### config.mk
export PLATFORM = sky130hd
export DESIGN_NAME = compositeEncoder
export DESIGN_NICKNAME = d
export VERILOG_FILES = /design/src/common/videoTimingPkg.sv /design/src/common/cellFormatPkg.sv /design/src/logic/compositeEncoder.sv
export SDC_FILE = /design/constraint.sdc
export NUM_CORES = 1
export LEC_CHECK = 0
export ABC_AREA = 1
export BUFFER_PORTS_ARGS = -buffer_cell sky130_fd_sc_hd__clkbuf_2
export CORE_MARGIN = 5
export CORE_UTILIZATION = 48
export CTS_BUF_LIST = sky130_fd_sc_hd__clkbuf_2
export DETAILED_ROUTE_END_ITERATION = 7
export PLACE_DENSITY_LB_ADDON = 0.2
export SLEW_MARGIN = 20
export SYNTH_ARGS = -nofsm -noshare
export SYNTH_HDL_FRONTEND = slang
export SYNTH_SLANG_ARGS = --single-unit
### constraint.sdc
create_clock -name clock -period 10.5 [get_ports clock]
set_input_delay 1.05 -clock clock [delete_from_list [all_inputs] [get_ports clock]]
set_output_delay 1.05 -clock clock [all_outputs]
set_load 0.1 [all_outputs]
### src/common/videoTimingPkg.sv
//////////////////////////////////////////////////////////////////////
// scan timing constants for one 262-row field
// scan phase and video level enums, scan position struct
//////////////////////////////////////////////////////////////////////
`default_nettype none

package videoTimingPkg;

	// line lengths in clocks
	localparam int lineCycles = 6352;
	localparam int halfLineCycles = 3176;
	localparam int fieldRows = 262;

	// vertical interval half-line counts
	localparam int vSyncHalfLines = 5;
	localparam int eqHalfLinesEven = 6;
	localparam int eqHalfLinesOdd = 5;

	// horizontal windows, in clocks from line start
	localparam int burstStart = 112;
	localparam int burstEnd = 360;
	localparam int activeStart = 472;
	localparam int activeEnd = 5592;
	localparam int hSyncStart = 5880;
	localparam int vSyncLowStart = 472;
	localparam int eqLowStart = 2944;

	localparam int firstActiveRow = 20;
	localparam int blankLevel = 76;

	typedef enum logic [1:0] {vSync, eqPulse, scanLine} scanPhase_e;

	typedef enum logic [1:0] {levelSync, levelBlank, levelBurst, levelActive} videoLevel_e;

	// x counts half pixels, y counts visible rows
	typedef struct packed {
		logic [9:0] x;
		logic [9:0] y;
	} scanPos_t;

endpackage

`default_nettype wire

### src/common/cellFormatPkg.sv
//////////////////////////////////////////////////////////////////////
// 64-bit cell format: cell kind, colors, decoded cell
// host write port of the framebuffer
//////////////////////////////////////////////////////////////////////
`default_nettype none

package cellFormatPkg;

	// top two bits of the first cell word
	typedef enum logic [1:0] {reservedA, reservedB, yuvPair, yuvdCentroid} cellKind_e;

	// final 8-bit pixel color
	typedef struct packed {
		logic [7:0] y;
		logic [7:0] u;
		logic [7:0] v;
	} colorYuv_t;

	// 10-bit color before clamping
	// bit 9 flags underflow, bit 8 overflow
	typedef struct packed {
		logic [9:0] y;
		logic [9:0] u;
		logic [9:0] v;
	} colorWide_t;

	// endpoint colors plus sixteen 2-bit selectors
	// selector 0 in bits 31:30
	typedef struct packed {
		colorWide_t colorM;
		colorWide_t colorN;
		logic [31:0] bits;
	} cellColors_t;

	// one-cycle write strobe from the host
	// wordAddr bit 0 picks the second word of a cell
	typedef struct packed {
		logic enable;
		logic [13:0] wordAddr;
		logic [31:0] data;
	} fbWrite_t;

endpackage

`default_nettype wire

### src/logic/compositeEncoder.sv
//////////////////////////////////////////////////////////////////////
// composite encoder: subcarrier sine table, chroma modulation
// level selection and 4-bit dithered PWM output
//////////////////////////////////////////////////////////////////////
`default_nettype none
`timescale 1ns/100ps

module compositeEncoder (
	input wire logic clock,
	input wire logic rst,
	input wire videoTimingPkg::videoLevel_e level,
	input wire logic [4:0] burstPhase,
	input wire cellFormatPkg::colorYuv_t pixel,
	output logic [3:0] pwmOut
);

	// level and phase wait out the cell pipeline
	localparam int alignDepth = 4;

	// one subcarrier period, centered on 128
	localparam logic [7:0] sineTab [32] = '{
		8'h80, 8'h87, 8'h8e, 8'h94, 8'h9a, 8'h9e, 8'ha2, 8'ha4,
		8'ha5, 8'ha4, 8'ha2, 8'h9e, 8'h9a, 8'h94, 8'h8e, 8'h87,
		8'h80, 8'h79, 8'h72, 8'h6c, 8'h66, 8'h62, 8'h5e, 8'h5c,
		8'h5b, 8'h5c, 8'h5e, 8'h62, 8'h66, 8'h6c, 8'h72, 8'h79
	};

	videoTimingPkg::videoLevel_e levelPipe [alignDepth];
	logic [4:0] phasePipe [alignDepth];
	videoTimingPkg::videoLevel_e levelAligned;
	logic [4:0] phaseAligned;
	logic [4:0] phaseU;
	logic [4:0] phaseV;
	logic signed [8:0] modU;
	logic signed [8:0] modV;
	logic signed [8:0] baseU;
	logic signed [8:0] baseV;
	logic signed [17:0] prodU;
	logic signed [17:0] prodV;
	logic [15:0] lumaTerm;
	logic [9:0] activeSum;
	logic [7:0] valueNext;
	logic [7:0] value;
	logic [3:0] ditherAcc;
	logic [4:0] ditherSum;

	assign levelAligned = levelPipe[alignDepth-1];
	assign phaseAligned = phasePipe[alignDepth-1];

	// u and v carriers sit at fixed offsets from the burst
	assign phaseU = phaseAligned + 5'd11;
	assign phaseV = phaseAligned + 5'd3;
	assign modU = $signed({1'b0, sineTab[phaseU]}) - 9'sd128;
	assign modV = $signed({1'b0, sineTab[phaseV]}) - 9'sd128;
	assign baseU = $signed({1'b0, pixel.u}) - 9'sd128;
	assign baseV = $signed({1'b0, pixel.v}) - 9'sd128;
	assign prodU = modU * baseU;
	assign prodV = modV * baseV;

	// luma scaled above blanking
	assign lumaTerm = 16'(pixel.y) * 16'd144 + 16'd19456;
	assign activeSum = {2'b00, lumaTerm[15:8]} + prodU[15:6] + prodV[15:6];

	always_comb
	begin
		case (levelAligned)
			videoTimingPkg::levelSync: valueNext = 8'd0;
			videoTimingPkg::levelBurst: valueNext = sineTab[phaseAligned] - 8'd32;
			videoTimingPkg::levelActive: valueNext = activeSum[7:0];
			default: valueNext = 8'(videoTimingPkg::blankLevel);
		endcase
	end

	// low nibble feeds the dither accumulator
	assign ditherSum = {1'b0, ditherAcc} + {1'b0, value[3:0]};
	assign pwmOut = (ditherSum[4] && (value[7:4] != 4'hf)) ? value[7:4] + 4'd1 : value[7:4];

	always_ff @(posedge clock)
	begin
		if (rst)
		begin
			for (int i = 0; i < alignDepth; i++)
			begin
				levelPipe[i] <= videoTimingPkg::levelSync;
				phasePipe[i] <= '0;
			end
			value <= '0;
			ditherAcc <= '0;
		end
		else
		begin
			levelPipe[0] <= level;
			phasePipe[0] <= burstPhase;
			for (int i = 1; i < alignDepth; i++)
			begin
				levelPipe[i] <= levelPipe[i-1];
				phasePipe[i] <= phasePipe[i-1];
			end
			value <= valueNext;
			ditherAcc <= ditherSum[3:0];
		end
	end

endmodule

`default_nettype wire

After elaboration in Yosys (flattened, before gate mapping)
Memory sizes are Yosys's and may differ from the RTL's.
Index checks and enable logic that the tools add are counted.
W data, S select, Z words.
{"block": "classes", "n_addsub": 12, "n_mul": 3, "n_div": 0, "n_lt_le_gt_ge": 3, "eq_ne": 3, "n_shift": 0, "muxes": 19, "n_bitwise": 11, "n_reduce_logical": 2}
{"cell": "$mux W8", "count": 6}
{"cell": "$sub A8 B8 Y9 const B", "count": 4}
{"cell": "$mul A9 B9 Y14", "count": 2}
{"cell": "$pmux W8 S3", "count": 1}
{"cell": "$mux W5", "count": 4}
{"cell": "$ge A6 B6 Y1 const B", "count": 3}
{"cell": "$not A5 Y6", "count": 3}
{"cell": "$add A16 B15 Y16 const B", "count": 1}
{"cell": "$add A8 B8 Y8", "count": 2}
{"cell": "$mul A8 B4 Y12 const B", "count": 1}
{"cell": "$mux W2", "count": 4}
{"cell": "$or A1 B1 Y1", "count": 8}
{"cell": "$sub A8 B6 Y8 const B", "count": 1}
{"cell": "$add A4 B4 Y5", "count": 1}
{"cell": "$add A5 B2 Y5 const B", "count": 1}
{"cell": "$add A5 B4 Y5 const B", "count": 1}
{"cell": "$add A4 B1 Y4 const B", "count": 1}
{"cell": "$eq A2 B2 Y1 const B", "count": 2}
{"cell": "$mux W4", "count": 1}
{"cell": "$ne A4 B4 Y1 const B", "count": 1}
{"cell": "$mux W1", "count": 3}
{"cell": "$logic_not A2 Y1", "count": 1}
{"cell": "$logic_and A1 B1 Y1", "count": 1}
{"block": "totals", "reg_bits": 12, "latch_bits": 0, "ram_bits": 28, "romBits": 768, "input_bits": 33, "output_inout_bits": 4, "wordCells": 60, "n_memories": 5}
{"name": "(no name shown)", "words": 32, "word_bits": 8, "read_ports": 1, "rd_clocked_by_memory_dff": 0, "wr": 0, "line": "compositeEncoder.sv:68", "text": "videoTimingPkg::levelBurst: valueNext = sineTab[phaseAligned] - 8'd32;"}
{"name": "(no name shown)", "words": 32, "word_bits": 8, "read_ports": 1, "rd_clocked_by_memory_dff": 0, "wr": 0, "line": "compositeEncoder.sv:54", "text": "assign modV = $signed({1'b0, sineTab[phaseV]}) - 9'sd128;"}
{"name": "(no name shown)", "words": 32, "word_bits": 8, "read_ports": 1, "rd_clocked_by_memory_dff": 0, "wr": 0, "line": "compositeEncoder.sv:53", "text": "assign modU = $signed({1'b0, sineTab[phaseU]}) - 9'sd128;"}
{"name": "phasePipe", "words": 4, "word_bits": 5, "read_ports": 4, "rd_clocked_by_memory_dff": 0, "wr": 4, "line": "compositeEncoder.sv:29", "text": "logic [4:0] phasePipe [alignDepth];"}
{"name": "levelPipe", "words": 4, "word_bits": 2, "read_ports": 4, "rd_clocked_by_memory_dff": 0, "wr": 4, "line": "compositeEncoder.sv:28", "text": "videoTimingPkg::videoLevel_e levelPipe [alignDepth];"}

Logic depth before layout (Yosys ltp)
Gate-level depths: netlist of run 1.
An unclocked memory read counts as a cell.
{"block": "depth", "word_depth": 11, "ltp_mapped": 50, "depth_no_buf": 48}

Least setup slack after synthesis of run 1
Ideal clock, no wire load.
{"block": "synth_timing", "kind": "register to register", "start": "memory phasePipe[3][0]", "end": "register value[7]", "setup_time_ps": 131, "arrival_time_ps": 7519, "t_required_ps": 10369, "slack_ps": 2850, "path_stages_with_launch": 45, "n_path_buf": 2, "period_less_slack_ps": 7650, "path_cell_list": "dfxtp_1 > buf_4 > inv_1 > ha_1 > inv_1 > ha_1 > buf_2 > nand2_1 > inv_1 > nor2_1 > inv_1 > nand2_1 > nand2_1 > o211ai_1 > nand2_1 > inv_1 > nand2_1 > fa_1 > [9 not listed] > o21ai_0 > a21oi_1 > o21ai_0 > xnor2_1 > fa_1 > inv_1 > ha_1 > nand2_1 > nand2_1 > nand2_1 > nand2_1 > nand4_1 > nand2_1 > nand3_1 > nand2_1 > nand3_1 > nand3_2 > a21oi_2"}
{"item": "from (decl)", "line": "compositeEncoder.sv:29"}
{"item": "to (signal assigned)", "line": "compositeEncoder.sv:99", "text": "value <= valueNext;"}
{"item": "to (decl)", "line": "compositeEncoder.sv:43", "text": "logic [7:0] value;"}

==> results of run 1 <==
-- cell families after synthesis --
group	share of synthesized area, %
AO/OA/AOI/OAI	7.33
XOR/XNOR	3.55
adder cells (fa/ha/maj)	40.9
buffers and inverters	14.1
flip-flops	10.1
AND/OR/NAND/NOR	24.0
-- power groups by stage --
stage / clock (µW) / sequential [µW] / combinational [µW]
3_5_place_dp: 0 / 162 / 1760
5_1_grt: 101 / 159 / 2100
4_1_cts: 93.1 / 159 / 1780
3_3_place_gp: 0 / 162 / 1750
6_report: 89.4 / 159 / 1770
2_1_floorplan: 0 / 161 / 1400
-- synthesized netlist by cell type (2+ instances only) --
| cell type | number | area [µm²] |
|---|---|---|
| a211oi_1 | 2 | 15.0 |
| a21oi_1 | 34 | 170 |
| a31oi_1 | 4 | 25.0 |
| and2_1 | 2 | 12.5 |
| buf_1 | 2 | 7.51 |
| buf_2 | 7 | 35.0 |
| buf_6 | 6 | 67.6 |
| clkbuf_1 | 5 | 18.8 |
| clkinv_1 | 2 | 7.51 |
| dfxtp_1 | 40 | 801 |
| fa_1 | 112 | 2240 |
| ha_1 | 79 | 988 |
| inv_1 | 257 | 965 |
| inv_2 | 2 | 7.51 |
| nand2_1 | 210 | 788 |
| nand2_2 | 6 | 37.5 |
| nand2_4 | 4 | 45.0 |
| nand3_1 | 53 | 265 |
| nand3_2 | 4 | 40.0 |
| nand3_4 | 2 | 35.0 |
| nand4_1 | 9 | 56.3 |
| nor2_1 | 137 | 514 |
| nor3_1 | 2 | 10.0 |
| nor3_4 | 2 | 32.5 |
| o211ai_1 | 12 | 90.1 |
| o21a_1 | 2 | 15.0 |
| o21ai_0 | 29 | 145 |
| o21ai_2 | 4 | 35.0 |
| o21ai_4 | 2 | 32.5 |
| or2_2 | 5 | 31.3 |
| xnor2_1 | 16 | 140 |
| xor2_1 | 16 | 140 |
-- through the flow --
step                power, µW  setup WS [ps]  cell area, µm²  cells
floorplan                1570           2850            7900   1080
global placement         1920           2120            8220   1315
detailed placement       1920           1940            8220   1315
CTS                      2030           1870            8290   1323
global route             2360           1140            8290   1323
finish                   2020           1850            8290   1323
-- flip-flops by register name (all words and copies together) (netlist names) --
| signal | count |
|---|---|
| ditherAcc | 4 |
| levelPipe | 8 |
| value | 8 |
| phasePipe | 20 |
-- critical path, delay by kind of cell, from the launching register on --
family,cells,cell delay [ps]
AOI/OAI and AO/OA,5,1320
xor gates and xnor gates,1,130
adders and majority gates,10,3830
buffers and inverters,7,770
DFF,1,650
and+or+nand+nor,16,1770
-- final cells by class --
cell class              instances  area (µm²)  area share, %
repair buffers                 36         180           2.17
clock buffers                   5        25.0          0.302
inverters                     261         980           11.8
multi-input cells             758        5990           72.2
flip-flops and latches         40         801           9.66
well taps                     220         275           3.32
clock inverters                 3        42.5          0.513
-- worst min path at each step --
stage | start | to | slack [ps]
after floorplan | levelPipe[0][0] | levelPipe[1][0] | 390
after global placement | levelPipe[1][0] | levelPipe[2][0] | 390
after detailed placement | phasePipe[0][3] | phasePipe[1][3] | 390
after CTS | phasePipe[2][1] | phasePipe[3][1] | 400
after global routing | phasePipe[2][1] | phasePipe[3][1] | 410
final | phasePipe[2][1] | phasePipe[3][1] | 390
-- metal layers --
metal | GRT usage, % | part of all wire (%)
met2 | 28.4 | 45
met3 | 2.45 | 5.5
met4 | 3.69 | 1.4
met1 | 25.6 | 48
met5 | 0 | 0
==> flow_results.xml, run 1 <==
<?xml version="1.0" encoding="UTF-8"?>
<metrics>
  <group name="outcome">
    <metric name="status" unit="">finished clean</metric>
  </group>
  <group name="job">
    <metric name="max_cap_violations" unit="">0</metric>
  </group>
  <group name="power">
    <metric name="seqPwrFrac" unit="%">7.9</metric>
    <metric name="intPower" unit="µW">899</metric>
    <metric name="power.combinational.fraction" unit="%">87.7</metric>
    <metric name="worst_ir_drop_vdd" unit="V">0.000273</metric>
    <metric name="netSwitchingFraction" unit="%">55.5</metric>
    <metric name="cellLeakagePower" unit="µW">0.00449</metric>
    <metric name="pwr-share-clk" unit="%">4.4</metric>
    <metric name="power-per-cell-area" unit="nW/µm²">244</metric>
    <metric name="p_switching" unit="µW">1120</metric>
  </group>
  <group name="route">
    <metric name="drcViolationCount" unit="">0</metric>
    <metric name="detail_route.wl_per_cell" unit="µm">12.4</metric>
    <metric name="dr.first_iter.drc_count" unit="">324</metric>
    <metric name="route.vias.total" unit="">6361</metric>
    <metric name="antenna_left" unit="">0</metric>
    <metric name="drt_pre_antenna_iters" unit="">5</metric>
    <metric name="totalWireLength" unit="mm">16.3</metric>
    <metric name="viasPerCell" unit="">4.81</metric>
  </group>
  <group name="final_layout">
    <metric name="final_layout_size_suffix_gt1_share" unit="%">7.07</metric>
    <metric name="diodes" unit="">0</metric>
    <metric name="mostFrequentLayoutCells" unit="">257 x inv_1, 210 x nand2_1, 137 x nor2_1</metric>
    <metric name="layout-area-overhead-vs-synth" unit="%">4.89</metric>
    <metric name="design.final.nets" unit="">1326</metric>
    <metric name="postLayoutCoreUtil" unit="%">50.7</metric>
    <metric name="layout_commonest_cell" unit="">inv_1</metric>
    <metric name="filler_cells" unit="">1677</metric>
  </group>
  <group name="worst_setup_path">
    <metric name="critPathKind" unit="">register to register</metric>
    <metric name="critical_path.endpoint" unit="">value[7]</metric>
    <metric name="critical_path_arrival" unit="ps">8900</metric>
    <metric name="worst-r2r-cell-count" unit="">39</metric>
    <metric name="startpoint_type" unit="">register</metric>
    <metric name="cpPeakStageDelay" unit="ps">650</metric>
    <metric name="ff2ff_setup_slack" unit="ps">1850</metric>
    <metric name="cp-end-kind" unit="">register</metric>
    <metric name="required" unit="ps">10760</metric>
    <metric name="critical_path.startpoint" unit="">phasePipe[3][0]</metric>
    <metric name="r2r-end" unit="">value[7]</metric>
    <metric name="library_cell_contributing_the_largest_single_delay_on_the_critical_path" unit="">dfxtp_1</metric>
    <metric name="r2r-start" unit="">phasePipe[3][0]</metric>
    <metric name="largest_fanout_on_the_critical_path" unit="">14</metric>
  </group>
  <group name="sta">
    <metric name="grt_setup_unrepaired" unit="">false</metric>
    <metric name="worst-slew-pin-transition" unit="ps">757</metric>
    <metric name="maxSlewViolCount" unit="">0</metric>
    <metric name="max_slew_margin" unit="%">49.6</metric>
    <metric name="finalCritPeriodShare" unit="%">82.3</metric>
    <metric name="fmax" unit="MHz">116</metric>
    <metric name="report.final.setup_viol" unit="">0</metric>
    <metric name="setup_tns" unit="ps">0</metric>
    <metric name="fin_hold_ws" unit="ps">392</metric>
    <metric name="period_minus_slack" unit="ps">8650</metric>
    <metric name="final-hold-violation-count" unit="">0</metric>
    <metric name="finClkSkew" unit="ps">21.5</metric>
  </group>
  <group name="synth">
    <metric name="yosys_warnings" unit="">0</metric>
    <metric name="dominantRegCellSynth" unit="">dfxtp_1</metric>
    <metric name="synth.avg_cell_area" unit="µm²">7.32</metric>
    <metric name="ys_ff_latch" unit="">40</metric>
    <metric name="postSynthNetCount" unit="">1304</metric>
    <metric name="synth_enable_flop_cells" unit="">0</metric>
    <metric name="postSynthCellCount" unit="">1080</metric>
    <metric name="yosys.cell_types.count" unit="">43</metric>
    <metric name="area_of_the_mapped_netlist" unit="µm²">7900</metric>
    <metric name="synth_sequential_area_ratio" unit="%">10.1</metric>
    <metric name="postSynth.asyncResetShare" unit="%">0</metric>
  </group>
  <group name="placed_design">
    <metric name="routabilityCongestion" unit="">0.909</metric>
    <metric name="post-dp-hpwl" unit="mm">14.0</metric>
    <metric name="io_buffers" unit="">36</metric>
  </group>
  <group name="cts">
    <metric name="cts_inserted_buffers" unit="">5</metric>
    <metric name="worstSkewPairLatency" unit="ps">390</metric>
    <metric name="post_cts_hold_buffer_count" unit="">0</metric>
    <metric name="ctsRootBufferMaster" unit="">clkbuf_2</metric>
    <metric name="cts_sinks" unit="">40</metric>
    <metric name="post_cts_setup_buffers" unit="">0</metric>
    <metric name="clk_pin_slew" unit="ps">210</metric>
    <metric name="cts_tree" unit="">yes</metric>
    <metric name="post_cts_resized" unit="">0</metric>
    <metric name="cts-root-to-sink-buffers" unit="">2</metric>
    <metric name="htree_num_levels" unit="">2</metric>
  </group>
  <group name="grt">
    <metric name="total_congestion_overflow_after_global_routing" unit="">0</metric>
    <metric name="grt_max_degree" unit="">41</metric>
    <metric name="grt_pass1_wl" unit="mm">28.9</metric>
    <metric name="first_global_vias" unit="">6245</metric>
    <metric name="grt_util_all_layers" unit="%">17.7</metric>
    <metric name="grt_antenna_before_repair" unit="">0</metric>
  </group>
  <group name="floorplanning">
    <metric name="floorplan.initialDensity" unit="%">48.3</metric>
    <metric name="design.die.area" unit="µm²">19100</metric>
    <metric name="boundaryPins" unit="">37</metric>
    <metric name="rows" unit="">47</metric>
    <metric name="floorplan.core_area" unit="µm²">16300</metric>
    <metric name="chipHeight" unit="µm">138</metric>
    <metric name="die_w" unit="µm">138</metric>
  </group>
  <group name="hold_path">
    <metric name="min_path_type" unit="">register to register</metric>
    <metric name="whs_path_depth" unit="">2</metric>
  </group>
</metrics>
Power figures use the tool's default switching activity.
==> run 2: changes to the inputs <==
ABC_AREA = 0   (was 1)
clock period = 9 ns   (was 10.5 ns; I/O delays follow)
==> run 2 against run 1 <==
Effect of this change: global-route usage grew 0.30 points; non-clock buffer count grew 20; fmax grew 2.1%; critical path type unchanged; combinational power grew 7%; clock power shrank 18%; core utilization grew 2.2 points; hold slack gained 33 ps; setup slack lost 1300 ps; largest power group unchanged; flip-flop and latch count is the same; clock-buffer cell count grew 2; design area shrank 2.3%; via count shrank 13%.
==> flow_results.xml, run 2 <==
<?xml version="1.0" encoding="UTF-8"?>
<metrics>
  <group name="placed_design">
    <metric name="post-dp-hpwl" unit="mm">12.9</metric>
    <metric name="dpl_worst_slack" unit="ps">411</metric>
    <metric name="routabilityCongestion" unit="">0.933</metric>
    <metric name="io_buffers" unit="">36</metric>
  </group>
  <group name="cts">
    <metric name="cts_tree" unit="">yes</metric>
    <metric name="cts_sinks" unit="">40</metric>
    <metric name="clk_pin_slew" unit="ps">200</metric>
    <metric name="worstSkewPairLatency" unit="ps">380</metric>
    <metric name="cts-root-to-sink-buffers" unit="">2</metric>
    <metric name="ctsRootBufferMaster" unit="">clkbuf_2</metric>
    <metric name="post_cts_hold_buffer_count" unit="">0</metric>
    <metric name="cts_inserted_buffers" unit="">5</metric>
    <metric name="htree_num_levels" unit="">2</metric>
  </group>
  <group name="synth">
    <metric name="synth_top_area_cell" unit="">fa_1</metric>
    <metric name="postSynthCellCount" unit="">856</metric>
    <metric name="postSynth.asyncResetShare" unit="%">0</metric>
    <metric name="yosys.cell_types.count" unit="">54</metric>
    <metric name="synth.avg_cell_area" unit="µm²">8.80</metric>
    <metric name="ys_top_cells_by_area" unit="">fa_1 30%, ha_1 13%, dfxtp_1 11%</metric>
    <metric name="area_of_the_mapped_netlist" unit="µm²">7530</metric>
    <metric name="post_synth_and_or_nand_nor_area_fraction" unit="%">18.2</metric>
    <metric name="combinational_family_with_the_most_area_after_synthesis" unit="">adder cells</metric>
    <metric name="postSynthNetCount" unit="">1080</metric>
    <metric name="dominantRegCellSynth" unit="">dfxtp_1</metric>
    <metric name="yosys_warnings" unit="">0</metric>
    <metric name="compound_gate_fraction_of_synth_area" unit="%">9.72</metric>
    <metric name="synth_sequential_area_ratio" unit="%">10.6</metric>
    <metric name="synth_adder_area_share" unit="%">42.9</metric>
    <metric name="yosys-mux-area-fraction" unit="%">2.71</metric>
    <metric name="synth_enable_flop_cells" unit="">0</metric>
    <metric name="xor_xnor_share_of_the_synthesized_area" unit="%">6.94</metric>
    <metric name="top_cells_by_count_synth" unit="">150 x inv_1, 112 x fa_1, 79 x ha_1</metric>
    <metric name="ys_ff_latch" unit="">40</metric>
    <metric name="synth.top_cell.area_share" unit="%">29.8</metric>
    <metric name="most_frequent_cell_after_synthesis" unit="">inv_1</metric>
  </group>
  <group name="job">
    <metric name="max_cap_violations" unit="">0</metric>
  </group>
  <group name="hold_path">
    <metric name="endpoint_of_the_worst_hold_path" unit="">levelPipe[3][1]</metric>
    <metric name="whs_path_depth" unit="">1</metric>
    <metric name="min_path_type" unit="">register to register</metric>
    <metric name="worstHoldStart" unit="">levelPipe[2][1]</metric>
  </group>
  <group name="worst_setup_path">
    <metric name="critical_path_arrival" unit="ps">8770</metric>
    <metric name="cpPeakStageDelay" unit="ps">700</metric>
    <metric name="cp-end-kind" unit="">register</metric>
    <metric name="ff2ff_setup_slack" unit="ps">530</metric>
    <metric name="critPathKind" unit="">register to register</metric>
    <metric name="r2r-end" unit="">value[7]</metric>
    <metric name="largest_fanout_on_the_critical_path" unit="">8</metric>
    <metric name="critPathMostFrequentCell" unit="">xnor2_1</metric>
    <metric name="r2r-start" unit="">phasePipe[3][0]</metric>
    <metric name="worst-r2r-cell-count" unit="">32</metric>
    <metric name="startpoint_type" unit="">register</metric>
    <metric name="required" unit="ps">9300</metric>
    <metric name="library_cell_contributing_the_largest_single_delay_on_the_critical_path" unit="">mux4_2</metric>
  </group>
  <group name="final_layout">
    <metric name="mostFrequentLayoutCells" unit="">150 x inv_1, 112 x fa_1, 78 x ha_1</metric>
    <metric name="largestRegisters" unit="">phasePipe (20), levelPipe (8), value (8)</metric>
    <metric name="final_layout_size_suffix_gt1_share" unit="%">9.91</metric>
    <metric name="layout-area-overhead-vs-synth" unit="%">7.47</metric>
    <metric name="layout_commonest_cell" unit="">inv_1</metric>
    <metric name="largest-register" unit="">phasePipe</metric>
    <metric name="design.final.nets" unit="">1121</metric>
    <metric name="filler_cells" unit="">1463</metric>
    <metric name="largest_register_ffs" unit="">20</metric>
    <metric name="diodes" unit="">0</metric>
  </group>
  <group name="sta">
    <metric name="setup_tns" unit="ps">0</metric>
    <metric name="fmax" unit="MHz">118</metric>
    <metric name="finClkSkew" unit="ps">27.6</metric>
    <metric name="fin_ws" unit="ps">531</metric>
    <metric name="report.final.setup_viol" unit="">0</metric>
    <metric name="grt_setup_unrepaired" unit="">false</metric>
    <metric name="maxSlewViolCount" unit="">0</metric>
    <metric name="final-hold-violation-count" unit="">0</metric>
    <metric name="period_minus_slack" unit="ps">8470</metric>
    <metric name="max_slew_margin" unit="%">54.5</metric>
    <metric name="finalCritPeriodShare" unit="%">94.1</metric>
    <metric name="worst-slew-pin-transition" unit="ps">678</metric>
  </group>
  <group name="route">
    <metric name="detail_route.wl_per_cell" unit="µm">13.9</metric>
    <metric name="drt_pre_antenna_iters" unit="">5</metric>
    <metric name="dr.first_iter.drc_count" unit="">270</metric>
    <metric name="viasPerCell" unit="">5.00</metric>
    <metric name="totalWireLength" unit="mm">15.4</metric>
    <metric name="route.vias.total" unit="">5550</metric>
    <metric name="drcViolationCount" unit="">0</metric>
    <metric name="antenna_left" unit="">0</metric>
  </group>
  <group name="floorplanning">
    <metric name="rows" unit="">45</metric>
    <metric name="design.die.area" unit="µm²">18300</metric>
    <metric name="chipHeight" unit="µm">135</metric>
    <metric name="boundaryPins" unit="">37</metric>
    <metric name="floorplan.core_area" unit="µm²">15300</metric>
    <metric name="die_w" unit="µm">135</metric>
    <metric name="floorplan.initialDensity" unit="%">49.2</metric>
  </group>
  <group name="power">
    <metric name="power.combinational.fraction" unit="%">88.1</metric>
    <metric name="post_route_total_power" unit="µW">2160</metric>
    <metric name="power-per-cell-area" unit="nW/µm²">267</metric>
    <metric name="seqPwrFrac" unit="%">8.5</metric>
    <metric name="worst_ir_drop_vdd" unit="V">0.000333</metric>
    <metric name="intPower" unit="µW">1110</metric>
    <metric name="pwr-share-clk" unit="%">3.4</metric>
    <metric name="netSwitchingFraction" unit="%">48.5</metric>
    <metric name="p_switching" unit="µW">1050</metric>
    <metric name="cellLeakagePower" unit="µW">0.00391</metric>
  </group>
  <group name="grt">
    <metric name="globalRouteMet1Util" unit="%">26.2</metric>
    <metric name="gr-usage-met3" unit="%">1.41</metric>
    <metric name="gr-max-usage-layer" unit="">met2</metric>
    <metric name="grt_max_degree" unit="">37</metric>
    <metric name="grt_antenna_before_repair" unit="">0</metric>
    <metric name="first_global_vias" unit="">5554</metric>
    <metric name="grt_pass1_wl" unit="mm">27.1</metric>
    <metric name="grt_util_all_layers" unit="%">18.0</metric>
    <metric name="grtUsageMet2" unit="%">29.5</metric>
    <metric name="total_congestion_overflow_after_global_routing" unit="">0</metric>
  </group>
  <group name="outcome">
    <metric name="status" unit="">finished clean</metric>
  </group>
</metrics>
[run 2: worst max-delay path by stage]
stage	start	to	slack, ps
finish	phasePipe[3][0]	value[7]	530
global route	phasePipe[3][1]	value[7]	40
CTS	phasePipe[3][0]	value[7]	350
detailed placement	phasePipe[3][0]	value[7]	410
global placement	phasePipe[3][0]	value[7]	500
floorplan	phasePipe[3][0]	value[7]	360
[run 2: cells by family (layout without fill, tap and decap cells)]
family,Yosys count,after routing
AO/OA/AOI/OAI,117,117
AND/OR/NAND/NOR,264,264
flip-flops,40,40
buffers and inverters,173,215
XOR/XNOR,56,56
adder cells (fa/ha/maj),191,191
multiplexers,15,15
[run 2: worst max-delay path, delay by kind of cell (launching register included)]
family | cells | cell delay, ps
fa+ha+maj | 8 | 3460
xor+xnor | 9 | 1670
simple gates | 6 | 1100
compound gates | 5 | 820
mux | 1 | 700
flops | 1 | 350
buf+inv | 3 | 290
[run 2: per-stage QoR]
| step | instance area, µm² | utilization [%] | std cells | hold slack (ps) |
|---|---|---|---|---|
| 2_1_floorplan | 7530 | - | 856 | 414 |
| 3_5_place_dp | 8000 | 52.3 | 1098 | 421 |
| 4_1_cts | 8040 | 52.5 | 1106 | 441 |
| 3_3_place_gp | 8000 | 52.3 | 1098 | 416 |
| 6_report | 8100 | 52.9 | 1109 | 425 |
| 5_1_grt | 8100 | 52.9 | 1109 | 458 |
[run 2: power groups by stage]
stage	Sequential (µW)	Clock (µW)	Combinational, µW
6_report	184	73.6	1900
4_1_cts	184	77.7	1920
2_1_floorplan	187	0	1530
3_3_place_gp	188	0	1900
5_1_grt	185	87.7	2180
3_5_place_dp	188	0	1880
[run 2: layout make-up]
type	count	area, µm²	area share (%)
repair buffers	56	330	4.08
clock inverters	1	3.75	0.0464
well taps	211	264	3.26
clock buffers	7	35.0	0.433
inverters	151	567	7.00
multi-input cells	643	6100	75.3
flip-flops and latches	40	801	9.89
[run 2: what timing repair did]
action	in CTS	in global routing
gates resized for setup	0	7
setup endpoints to repair	0	1
buffers inserted	0	3
[run 2: layer usage]
layer	vias up	wire (µm)
li1	2774	-
met1	2649	7480
met2	110	7240
met3	17	442
met4	0	219
met5	-	0
